### src/design/mem_sys_pkg.sv
/*
 * memory system package
 * address field widths, cache geometry and backing memory timing
 */
package mem_sys_pkg;

   // data word and byte address
   localparam int word_w = 16;
   localparam int addr_w = 16;

   // address split: tag | index | word offset | byte bit
   localparam int tag_w = 5;
   localparam int index_w = 8;
   localparam int offset_w = 2;

   // cache geometry
   localparam int lines = 256;
   localparam int words_per_line = 4;

   // backing memory, one bank per word offset
   localparam int banks = 4;
   localparam int bank_busy_cycles = 4;
   localparam int mem_read_latency = 2;
   localparam int mem_words = 32768;

endpackage

### src/design/cache_ctrl.sv
/*
 * cache controller FSM
 * compare, dirty line writeback, overlapped line fill and recompare
 */
`timescale 1ns/1ps

module cache_ctrl (
   input  logic                               clk,
   input  logic                               rst_n,
   input  logic                               rd,
   input  logic                               wr,
   input  logic                               addr_lsb,
   input  logic                               hit,
   input  logic                               valid,
   input  logic                               dirty,
   input  logic                               mem_stall,
   input  logic                               mem_rvalid,
   output logic                               comp,
   output logic                               write,
   output logic                               enable,
   output logic [mem_sys_pkg::offset_w-1:0]   line_offset,
   output logic [mem_sys_pkg::offset_w-1:0]   mem_offset,
   output logic                               wb_phase,
   output logic                               mem_rd,
   output logic                               mem_wr,
   output logic                               done,
   output logic                               stall,
   output logic                               cache_hit,
   output logic                               err
);

   localparam int last_word = mem_sys_pkg::words_per_line - 1;

   typedef enum logic [1:0] {
      st_idle,
      st_wb,
      st_fill,
      st_recomp
   } state_t;

   state_t state;
   state_t state_nxt;

   // issue count has one extra bit to flag that the whole line is requested
   logic [mem_sys_pkg::offset_w:0]   issue_cnt;
   logic [mem_sys_pkg::offset_w:0]   issue_cnt_nxt;
   logic [mem_sys_pkg::offset_w-1:0] ret_cnt;
   logic [mem_sys_pkg::offset_w-1:0] ret_cnt_nxt;

   logic req;
   logic bad_req;

   assign req     = rd | wr;
   assign bad_req = (rd & wr) | addr_lsb;

   assign wb_phase    = (state == st_wb);
   assign mem_offset  = issue_cnt[mem_sys_pkg::offset_w-1:0];
   assign line_offset = wb_phase ? issue_cnt[mem_sys_pkg::offset_w-1:0] : ret_cnt;

   // outputs to cache, memory and host
   always_comb begin
      comp      = 1'b0;
      write     = 1'b0;
      enable    = 1'b0;
      mem_rd    = 1'b0;
      mem_wr    = 1'b0;
      done      = 1'b0;
      stall     = 1'b0;
      cache_hit = 1'b0;
      err       = 1'b0;
      case (state)
         st_idle: begin
            if (req && bad_req) begin
               err = 1'b1;
            end else if (req) begin
               comp   = 1'b1;
               enable = 1'b1;
               write  = wr;
               if (hit) begin
                  done      = 1'b1;
                  cache_hit = 1'b1;
               end else begin
                  stall = 1'b1;
               end
            end
         end
         st_wb: begin
            // read old word out of the cache straight into the memory
            enable = 1'b1;
            mem_wr = 1'b1;
            stall  = 1'b1;
         end
         st_fill: begin
            mem_rd = ~issue_cnt[mem_sys_pkg::offset_w];
            enable = mem_rvalid;
            write  = mem_rvalid;
            stall  = 1'b1;
         end
         st_recomp: begin
            // line is resident now, so this compare always hits
            comp   = 1'b1;
            enable = 1'b1;
            write  = wr;
            done   = 1'b1;
         end
         default: begin
         end
      endcase
   end

   // next state and counters
   always_comb begin
      state_nxt     = state;
      issue_cnt_nxt = issue_cnt;
      ret_cnt_nxt   = ret_cnt;
      case (state)
         st_idle: begin
            issue_cnt_nxt = '0;
            ret_cnt_nxt   = '0;
            if (req && !bad_req && !hit) begin
               state_nxt = (valid && dirty) ? st_wb : st_fill;
            end
         end
         st_wb: begin
            if (!mem_stall) begin
               if (issue_cnt == last_word) begin
                  issue_cnt_nxt = '0;
                  state_nxt     = st_fill;
               end else begin
                  issue_cnt_nxt = issue_cnt + 1'b1;
               end
            end
         end
         st_fill: begin
            if (mem_rd && !mem_stall) begin
               issue_cnt_nxt = issue_cnt + 1'b1;
            end
            if (mem_rvalid) begin
               ret_cnt_nxt = ret_cnt + 1'b1;
               if (ret_cnt == last_word) begin
                  state_nxt = st_recomp;
               end
            end
         end
         st_recomp: begin
            state_nxt = st_idle;
         end
         default: begin
            state_nxt = st_idle;
         end
      endcase
   end

   always_ff @(posedge clk) begin
      if (!rst_n) begin
         state     <= st_idle;
         issue_cnt <= '0;
         ret_cnt   <= '0;
      end else begin
         state     <= state_nxt;
         issue_cnt <= issue_cnt_nxt;
         ret_cnt   <= ret_cnt_nxt;
      end
   end

endmodule

### config.mk
export PLATFORM = sky130hd
export DESIGN_NAME = cache_ctrl
export DESIGN_NICKNAME = d
export VERILOG_FILES = /design/src/design/mem_sys_pkg.sv /design/src/design/cache_ctrl.sv
export SDC_FILE = /design/constraint.sdc
export NUM_CORES = 1
export LEC_CHECK = 0
export BUFFER_PORTS_ARGS = -buffer_cell sky130_fd_sc_hd__buf_2
export CAP_MARGIN = 40
export CORE_MARGIN = 8
export CORE_UTILIZATION = 39
export DETAILED_ROUTE_END_ITERATION = 10
export PLACE_DENSITY = 0.65
export SYNTH_ARGS = -nofsm -noshare
export SYNTH_HDL_FRONTEND = slang
export SYNTH_SLANG_ARGS = --single-unit
### constraint.sdc
create_clock -name clk -period 4.05 [get_ports clk]
set_input_delay 0.2025 -clock clk [delete_from_list [all_inputs] [get_ports clk]]
set_output_delay 0.2025 -clock clk [all_outputs]
set_load 0.1 [all_outputs]
* After elaboration in Yosys (flattened, before gate mapping)
Index checks and enable logic that the tools add are counted.
** Operators by class
- Add/sub/neg operators :: 2
- Equal/unequal tests :: 11
- Multiplexer cells :: 34
- Bitwise operators :: 4
- Reductions and logical operators :: 16
** Operator list (number)
- 2-to-1 mux 2 bit :: 8
- 2-to-1 mux 1 bit :: 15
- inequality test 2 bit, second input constant :: 5
- 2-to-1 mux 3 bit :: 3
- case mux 3 bit (3 select lines) :: 1
- case mux 2 bit (4 select lines) :: 1
- equality test 2 bit, second input constant :: 3
- case mux 1 bit (2 select lines) :: 3
- case mux 1 bit (3 select lines) :: 2
- logical AND 1 bit :: 5
- AND reduction 5 bit :: 1
- case mux 2 bit (2 select lines) :: 1
- OR reduction 2 bit :: 2
- adder 3 x 1 -> 3 bit, second input constant :: 1
- equality test 3 x 2 -> 1 bit, second input constant :: 1
- logical NOT 1 bit :: 3
- AND reduction 3 bit :: 1
- nonzero test 3 bit :: 1
- adder 2 x 1 -> 2 bit, second input constant :: 1
- equality test 2 x 1 -> 1 bit, second input constant :: 1
- logical NOT 2 bit :: 1
- inequality test 2 x 1 -> 1 bit, second input constant :: 1
- OR 1 bit :: 2
- AND reduction 2 bit :: 1
- other kinds (3) :: 3
** Storage, ports and cells
- Flip-flop bits (word level) :: 7
- Output and inout bits :: 14

* Depth between registers and ports, before layout
Gate-level depths: netlist (run 1).
- Depth after elaboration :: 7
- Mapped depth :: 7

* Worst setup path after synthesis (run 1)
OpenSTA, ideal clock, no wires.
- Path kind :: flip-flop to output port
- From :: register state[1]
- To :: output enable
- Arrival time :: 2.993 ns
- Data required time :: 3.848 ns
- Setup slack :: 0.855 ns
- Stages on the path, launching flop included :: 6
- Buffers on the path :: 1
- Cell sequence :: dfxtp_1 -> inv_1 -> ha_1 -> buf_6 -> a211oi_1 -> o22ai_1
** Between the ends
- Cells in the longest elaborated chain, start to end :: 3
- Elaborated cells on any way between the ends :: 6
- Classes of those cells :: eq/ne: 3; mux: 1; reduce/logical: 2
** Ends and longest elaborated chain
- from (decl) :: RTL line cache_ctrl.sv:41 : state_t state;
- from (signal assigned) :: RTL line cache_ctrl.sv:156 : state <= st_idle;
- from (signal assigned) :: RTL line cache_ctrl.sv:160 : state <= state_nxt;
- equality test 2 x 1 -> 1 bit / equality test 2 bit (equally long branches) :: RTL line cache_ctrl.sv:71 : case (state)
- OR reduction 2 bit (no line)
- case mux 1 bit (3 select lines) (*) :: RTL line cache_ctrl.sv:71
- to (decl) :: RTL line cache_ctrl.sv:20 : output logic enable,
Every way passes the cells marked *; elsewhere a longest branch is shown, timed or not.

* Final worst setup path (run 1)
- From :: register state[0]
- To :: output done
** Between the ends
- Cells in the longest elaborated chain, start to end :: 2
- Elaborated cells on any way between the ends :: 3
- Classes of those cells :: eq/ne: 1; mux: 1; reduce/logical: 1
** Ends and longest elaborated chain
- equality test 2 bit / logical NOT 2 bit (equally long branches) :: RTL line cache_ctrl.sv:71
- case mux 1 bit (2 select lines) (*) :: RTL line cache_ctrl.sv:71
- to (decl) :: RTL line cache_ctrl.sv:26 : output logic done,
Marked as above.

==> impl_metrics.csv, run 1 <==
group,metric,value,unit
die,fp.dieW,57.1,um
critical_path,cp-start-kind,"flip-flop",
yosys,synth_area,659,um2
timing,drv_slew,0,
clock_tree,clock_latency,0.25,ns
die,fp.dieH,57.1,um
cells_and_area,drive_gt1_share,28.6,%
yosys,synth_top_family_by_area,"compound AO/OA/AOI/OAI gates",
global_routing,grt_overflow,0,
run,maxCapViolations,0,
timing,maxSlewHeadroom,67.5,%
critical_path,criticalPathCategory,"reg -> out",
global_routing,grt_pass1_vias,633,
yosys,synth.net_count,101,
timing,period_share,51.7,%
routing,drt_first_iter_violations,13,
routing,vias,622,
clock_tree,post_cts_resized,0,
place,place_hpwl,1.22,mm
critical_path,required,3.85,ns
yosys,synth_fa_ha_area_share,15.2,%
yosys,muxShareOfSynthArea,7.97,%
critical_path,cp.arrival,1.89,ns
cells_and_area,synthToLayoutAreaGrowth,17.8,%
global_routing,grtUsageTotal,9.31,%
yosys,synth-xor-area-share,1.33,%
die,fp-row-count,15,
yosys,synth_warnings,0,
routing,post_drt_wl_per_cell,12.1,um
timing,setup_ws,1.95,ns
place,post-place-ws,2.22,ns
clock_tree,cts.hold.buffers_added,0,
cells_and_area,utilization,47.0,%
yosys,ys_ff_latch,7,
yosys,syn_inst,83,
timing,max_freq,477,MHz
clock_tree,cts_tree,"done",
hold_path,hold_start,"rst_n",
place,port_buffers,23,
global_routing,grt_start_max_net_pins,11,
critical_path,r2r-start,"state[1]",
clock_tree,clock-root-buffer,"clkbuf_4",
critical_path,crit_path_start,"state[0]",
critical_path,cp_max_fo,8,
global_routing,grt_pass1_wl,2.63,mm
die,start_util,39.9,%
die,core_area,1650,um2
clock_tree,path_clk_slew,0.05,ns
yosys,yosysUniqueCellTypes,30,
critical_path,crit_path_end_kind,"output pin",
cells_and_area,final_nets,124,
routing,antenna_left,0,
hold_path,hold_class,"in -> reg",
routing,drc,0,
timing,clock_skew,0.00509,ns
timing,min_period,2.10,ns
timing,rsz0062_at_grt,"false",
yosys,seq_area_frac_synth,21.3,%
clock_tree,post-cts-setup-buffers,0,
yosys,synth-compound-area-share,22.2,%
clock_tree,cts_made_buffers,3,
timing,worst_pin_slew,0.491,ns
die,die-area,3260,um2
yosys,avgSynthCellArea,7.94,um2
clock_tree,clockBufferDepth,2,
timing,setup_tns,0,ns
routing,drtPass1Iterations,4,
status,status,"finished, final reports clean",
cells_and_area,num-fill-cells,178,
routing,viasPerCell,5.10,
cells_and_area,num_antenna_cells,0,
routing,finalWirelength,1.47,mm
yosys,synth-simple-area-share,21.8,%
global_routing,antenna_found_initial,0,
die,boundaryPins,24,
timing,setup_violations,0,
clock_tree,htreeDepth,1,
place,routabilityCongestion,0.796,
timing,finalHoldViolations,0,
clock_tree,cts.sinks,7,
-- cells in the final DEF, fill, tap and decap left out --
cell       Yosys  final
nor3_1         1      1
mux2_2         2      2
nor2_1         9      9
mux2i_1        3      3
nand2b_1       2      2
a22oi_1        1      1
or3b_1         1      1
a21boi_0       1      1
buf_2          0     23
ha_1           8      8
xnor2_1        1      1
a211oi_1       1      1
o211ai_1       1      1
a21oi_4        1      1
clkbuf_4       0      3
a32oi_1        1      1
o21bai_2       1      1
o21ai_0        5      5
o22ai_1        1      1
nand3_1        1      1
clkbuf_1       0      1
a2bb2oi_1      1      1
inv_1          6      6
nor2b_1        2      2
nand2_1       11     11
a21boi_1       3      3
a21oi_1        2      2
dfxtp_1        7      7
and2_1         2      2
or3_1          2      2
o31ai_1        1      1
-- logic make-up after synthesis --
family	Yosys count
simple gates	31
fa+ha+maj	8
mux	5
buf+inv	11
flops	7
compound gates	20
xor+xnor	1
-- path summary, 6_finish.rpt --
kind | endpoint | slack (ns) | cells after the start
worst max-delay path | done | 1.95 | 7
worst min-delay path | state[0] | 0.28 | 3
worst max register to register | issue_cnt[1] | 2.40 | 6
worst min register to register | issue_cnt[1] | 0.49 | 2
-- stage by stage --
stage | hold slack (ns) | instance area [um2] | std cells
after floorplan | 0.324 | 659 | 83
final | 0.284 | 777 | 122
after CTS | 0.279 | 777 | 122
after global placement | 0.481 | 751 | 118
after global routing | 0.297 | 777 | 122
after detailed placement | 0.481 | 751 | 118
-- Yosys cell counts, drive strengths merged --
master   count  area (um2)
nand2       11        41.3
nor2         9        33.8
ha           8         100
dfxtp        7         140
inv          6        22.5
buf          5        45.0
o21ai        5        25.0
a21boi       4        30.0
a21oi        3        26.3
mux2i        3        30.0
and2         2        12.5
mux2         2        22.5
nand2b       2        12.5
nor2b        2        12.5
or3          2        12.5
a211oi       1        7.51
a22oi        1        7.51
a2bb2oi      1        8.76
a32oi        1        8.76
nand3        1        5.00
nor3         1        5.00
o211ai       1        7.51
o21bai       1        11.3
o22ai        1        6.26
o31ai        1        7.51
or3b         1        8.76
xnor2        1        8.76
-- routing by layer --
metal  wire length, um  GRT usage (%)  share of wire [%]  vias up
li1                  -              -                  -      325
met1               757           11.9                 51      275
met2               620           14.4                 42       20
met3                86           2.22                5.8        2
met4                 8           4.03               0.54        0
met5                 0              0                  0        -
-- worst max-delay path, stage by stage, from the launching register on --
cell	delay [ns]
dfxtp_1	0.34
inv_1	0.09
ha_1	0.29
nand2b_1	0.15
nor2_1	0.18
a21oi_1	0.09
nor2_1	0.09
buf_2	0.43
-- cell type report --
type	count	area, um2	share of cell area, %
Clock buffer	4	26.3	3.38
Sequential cell	7	140	18.0
Multi-Input combinational cell	65	452	58.1
Inverter	6	22.5	2.90
Timing Repair Buffer	23	115	14.8
Tap cell	17	21.3	2.74
-- flip-flops by register name (all words and copies together), names as in the netlist --
signal / cells
issue_cnt: 3
ret_cnt: 2
state: 2
Power of run 1 is left out: the tool's default activity adds up to more than one toggle a clock period on the data nets, which glitch-free logic cannot reach.
==> run 2, diff against run 1 <==
--- a/config.mk
+++ b/config.mk
@@ -10,7 +10,7 @@
 export CORE_MARGIN = 8
 export CORE_UTILIZATION = 39
 export DETAILED_ROUTE_END_ITERATION = 10
-export PLACE_DENSITY = 0.65
+export PLACE_DENSITY = 0.68
 export SYNTH_ARGS = -nofsm -noshare
 export SYNTH_HDL_FRONTEND = slang
 export SYNTH_SLANG_ARGS = --single-unit
==> constraint.sdc (replaced) <==
create_clock -name clk -period 1.9 [get_ports clk]
set_input_delay 0.095 -clock clk [delete_from_list [all_inputs] [get_ports clk]]
set_output_delay 0.095 -clock clk [all_outputs]
set_load 0.1 [all_outputs]
==> run 2 against run 1 <==
Against the previous run:
- register-to-register slack got worse by 2.2 ns
- sequential share of layout area fell by 3.0 points
- final cell count rose by 1.6%
- critical endpoint is now line_offset[1]
- largest cell class unchanged
==> impl_metrics.csv, run 2 (synthesis results as in run 1) <==
group,metric,value,unit
timing,min_period,1.76,ns
critical_path,criticalPathCategory,"reg -> out",
cells_and_area,final_nets,126,
timing,drv_slew,0,
critical_path,crit_path_end_kind,"output pin",
run,maxCapViolations,0,
global_routing,grt_overflow,0,
critical_path,crit_path_start,"state[1]",
global_routing,grtUsageTotal,9.83,%
cells_and_area,largest-register,"issue_cnt",
critical_path,cp.arrival,1.66,ns
clock_tree,cts_made_buffers,3,
cells_and_area,largest_register_ffs,3,
timing,worst_pin_slew,0.493,ns
timing,maxSlewHeadroom,67.4,%
critical_path,cp_cell_sequence,"inv_1, ha_2, mux2_2, buf_2",
critical_path,crit_path_end,"line_offset[1]",
die,die-area,3260,um2
clock_tree,clock_latency,0.25,ns
routing,vias,645,
critical_path,crit_path_max_incr_delay,0.37,ns
critical_path,reg2regPathDepth,6,
critical_path,r2r-start,"state[0]",
cells_and_area,final_cell_mix,"buf_2 (16), nand2_1 (11), ha_1 (7), dfxtp_1 (7), inv_1 (6)",
clock_tree,cts_tree,"done",
clock_tree,clockBufferDepth,2,
routing,viasPerCell,5.20,
routing,drtPass1Iterations,4,
clock_tree,cts.hold.buffers_added,0,
critical_path,r2r_end,"issue_cnt[2]",
place,routabilityCongestion,0.773,
timing,rsz0062_at_grt,"false",
cells_and_area,layout_commonest_cell,"buf_2",
critical_path,required,1.80,ns
die,start_util,39.9,%
timing,clock_skew,0.000881,ns
die,fp.dieW,57.1,um
cells_and_area,utilization,56.3,%
cells_and_area,synthToLayoutAreaGrowth,41.0,%
critical_path,cp_max_fo,10,
routing,drc,0,
routing,finalWirelength,1.53,mm
clock_tree,post-cts-setup-buffers,0,
clock_tree,cts.sinks,7,
global_routing,grt_pass1_wl,2.66,mm
die,fp-row-count,15,
timing,fin_hold_ws,0.179,ns
hold_path,hold_class,"in -> reg",
timing,setup_violations,0,
timing,finalHoldViolations,0,
critical_path,cp-start-kind,"flip-flop",
critical_path,critPathSlowestCell,"mux2_2",
global_routing,antenna_found_initial,0,
cells_and_area,reg_top3,"issue_cnt: 3 flops, ret_cnt: 2 flops, state: 2 flops",
die,core_area,1650,um2
place,port_buffers,23,
global_routing,grt_start_max_net_pins,11,
timing,max_freq,569,MHz
routing,drt_first_iter_violations,14,
status,status,"finished, final reports clean",
die,fp.dieH,57.1,um
critical_path,rrSetupSlack,0.25,ns
routing,post_drt_wl_per_cell,12.4,um
global_routing,grt_pass1_vias,595,
cells_and_area,num_antenna_cells,0,
clock_tree,path_clk_slew,0.05,ns
routing,antenna_left,0,
cells_and_area,drive_gt1_share,39.3,%
timing,period_share,92.6,%
place,place_hpwl,1.29,mm
clock_tree,htreeDepth,1,
clock_tree,clock-root-buffer,"clkbuf_4",
die,boundaryPins,24,
## run 2: cell count changes in the layout (fill, tap and decap cells not counted), sizes merged
| cell | previous run | this run |
|---|---|---|
| buf | 23 | 24 |
| clkbuf | 4 | 5 |
## run 2: worst min path at each step
stage	start	endpoint	slack (ns)	depth (start not counted)
floorplan	rst_n	ret_cnt[0]	0.22	1
global placement	rst_n	state[0]	0.42	3
detailed placement	rst_n	ret_cnt[0]	0.43	2
CTS	rst_n	ret_cnt[0]	0.17	2
global route	rst_n	issue_cnt[1]	0.17	2
finish	rst_n	ret_cnt[0]	0.18	2
## run 2: layout make-up
type                            count  area [um2]
Inverter                            6        22.5
Sequential cell                     7         140
Multi-Input combinational cell     65         509
Timing Repair Buffer               25         210
Clock buffer                        4        26.3
Fill cell                         152         722
Tap cell                           17        21.3
## run 2: routing by layer
layer	wire [um]	track usage, %	vias to the layer above
met2	738	15.7	17
met4	14	3.02	0
met1	714	11.5	292
li1	-	-	334
met5	0	0	-
met3	66	4.43	2
## run 2: what timing repair did
action	in CTS	in global routing
endpoints found under the hold margin	0	0
gates resized for setup	1	4
endpoints found under the setup margin	1	3
## run 2: per-stage QoR
stage	area [um2]	setup slack, ns	setup TNS (ns)	instances
global route	930	0.00419	0	124
detailed placement	890	0.247	0	120
finish	930	0.141	0	124
global placement	890	0.267	0	120
CTS	921	0.0466	0	124
floorplan	708	-0.109	-0.109	83
## run 2: critical path: cells and delay by family, from the launching register on
family / cells / cell delay [ns]
fa+ha+maj: 1 / 0.33
buf+inv: 2 / 0.38
flops: 1 / 0.34
mux: 1 / 0.37
Power of run 2 is left out for the same reason.
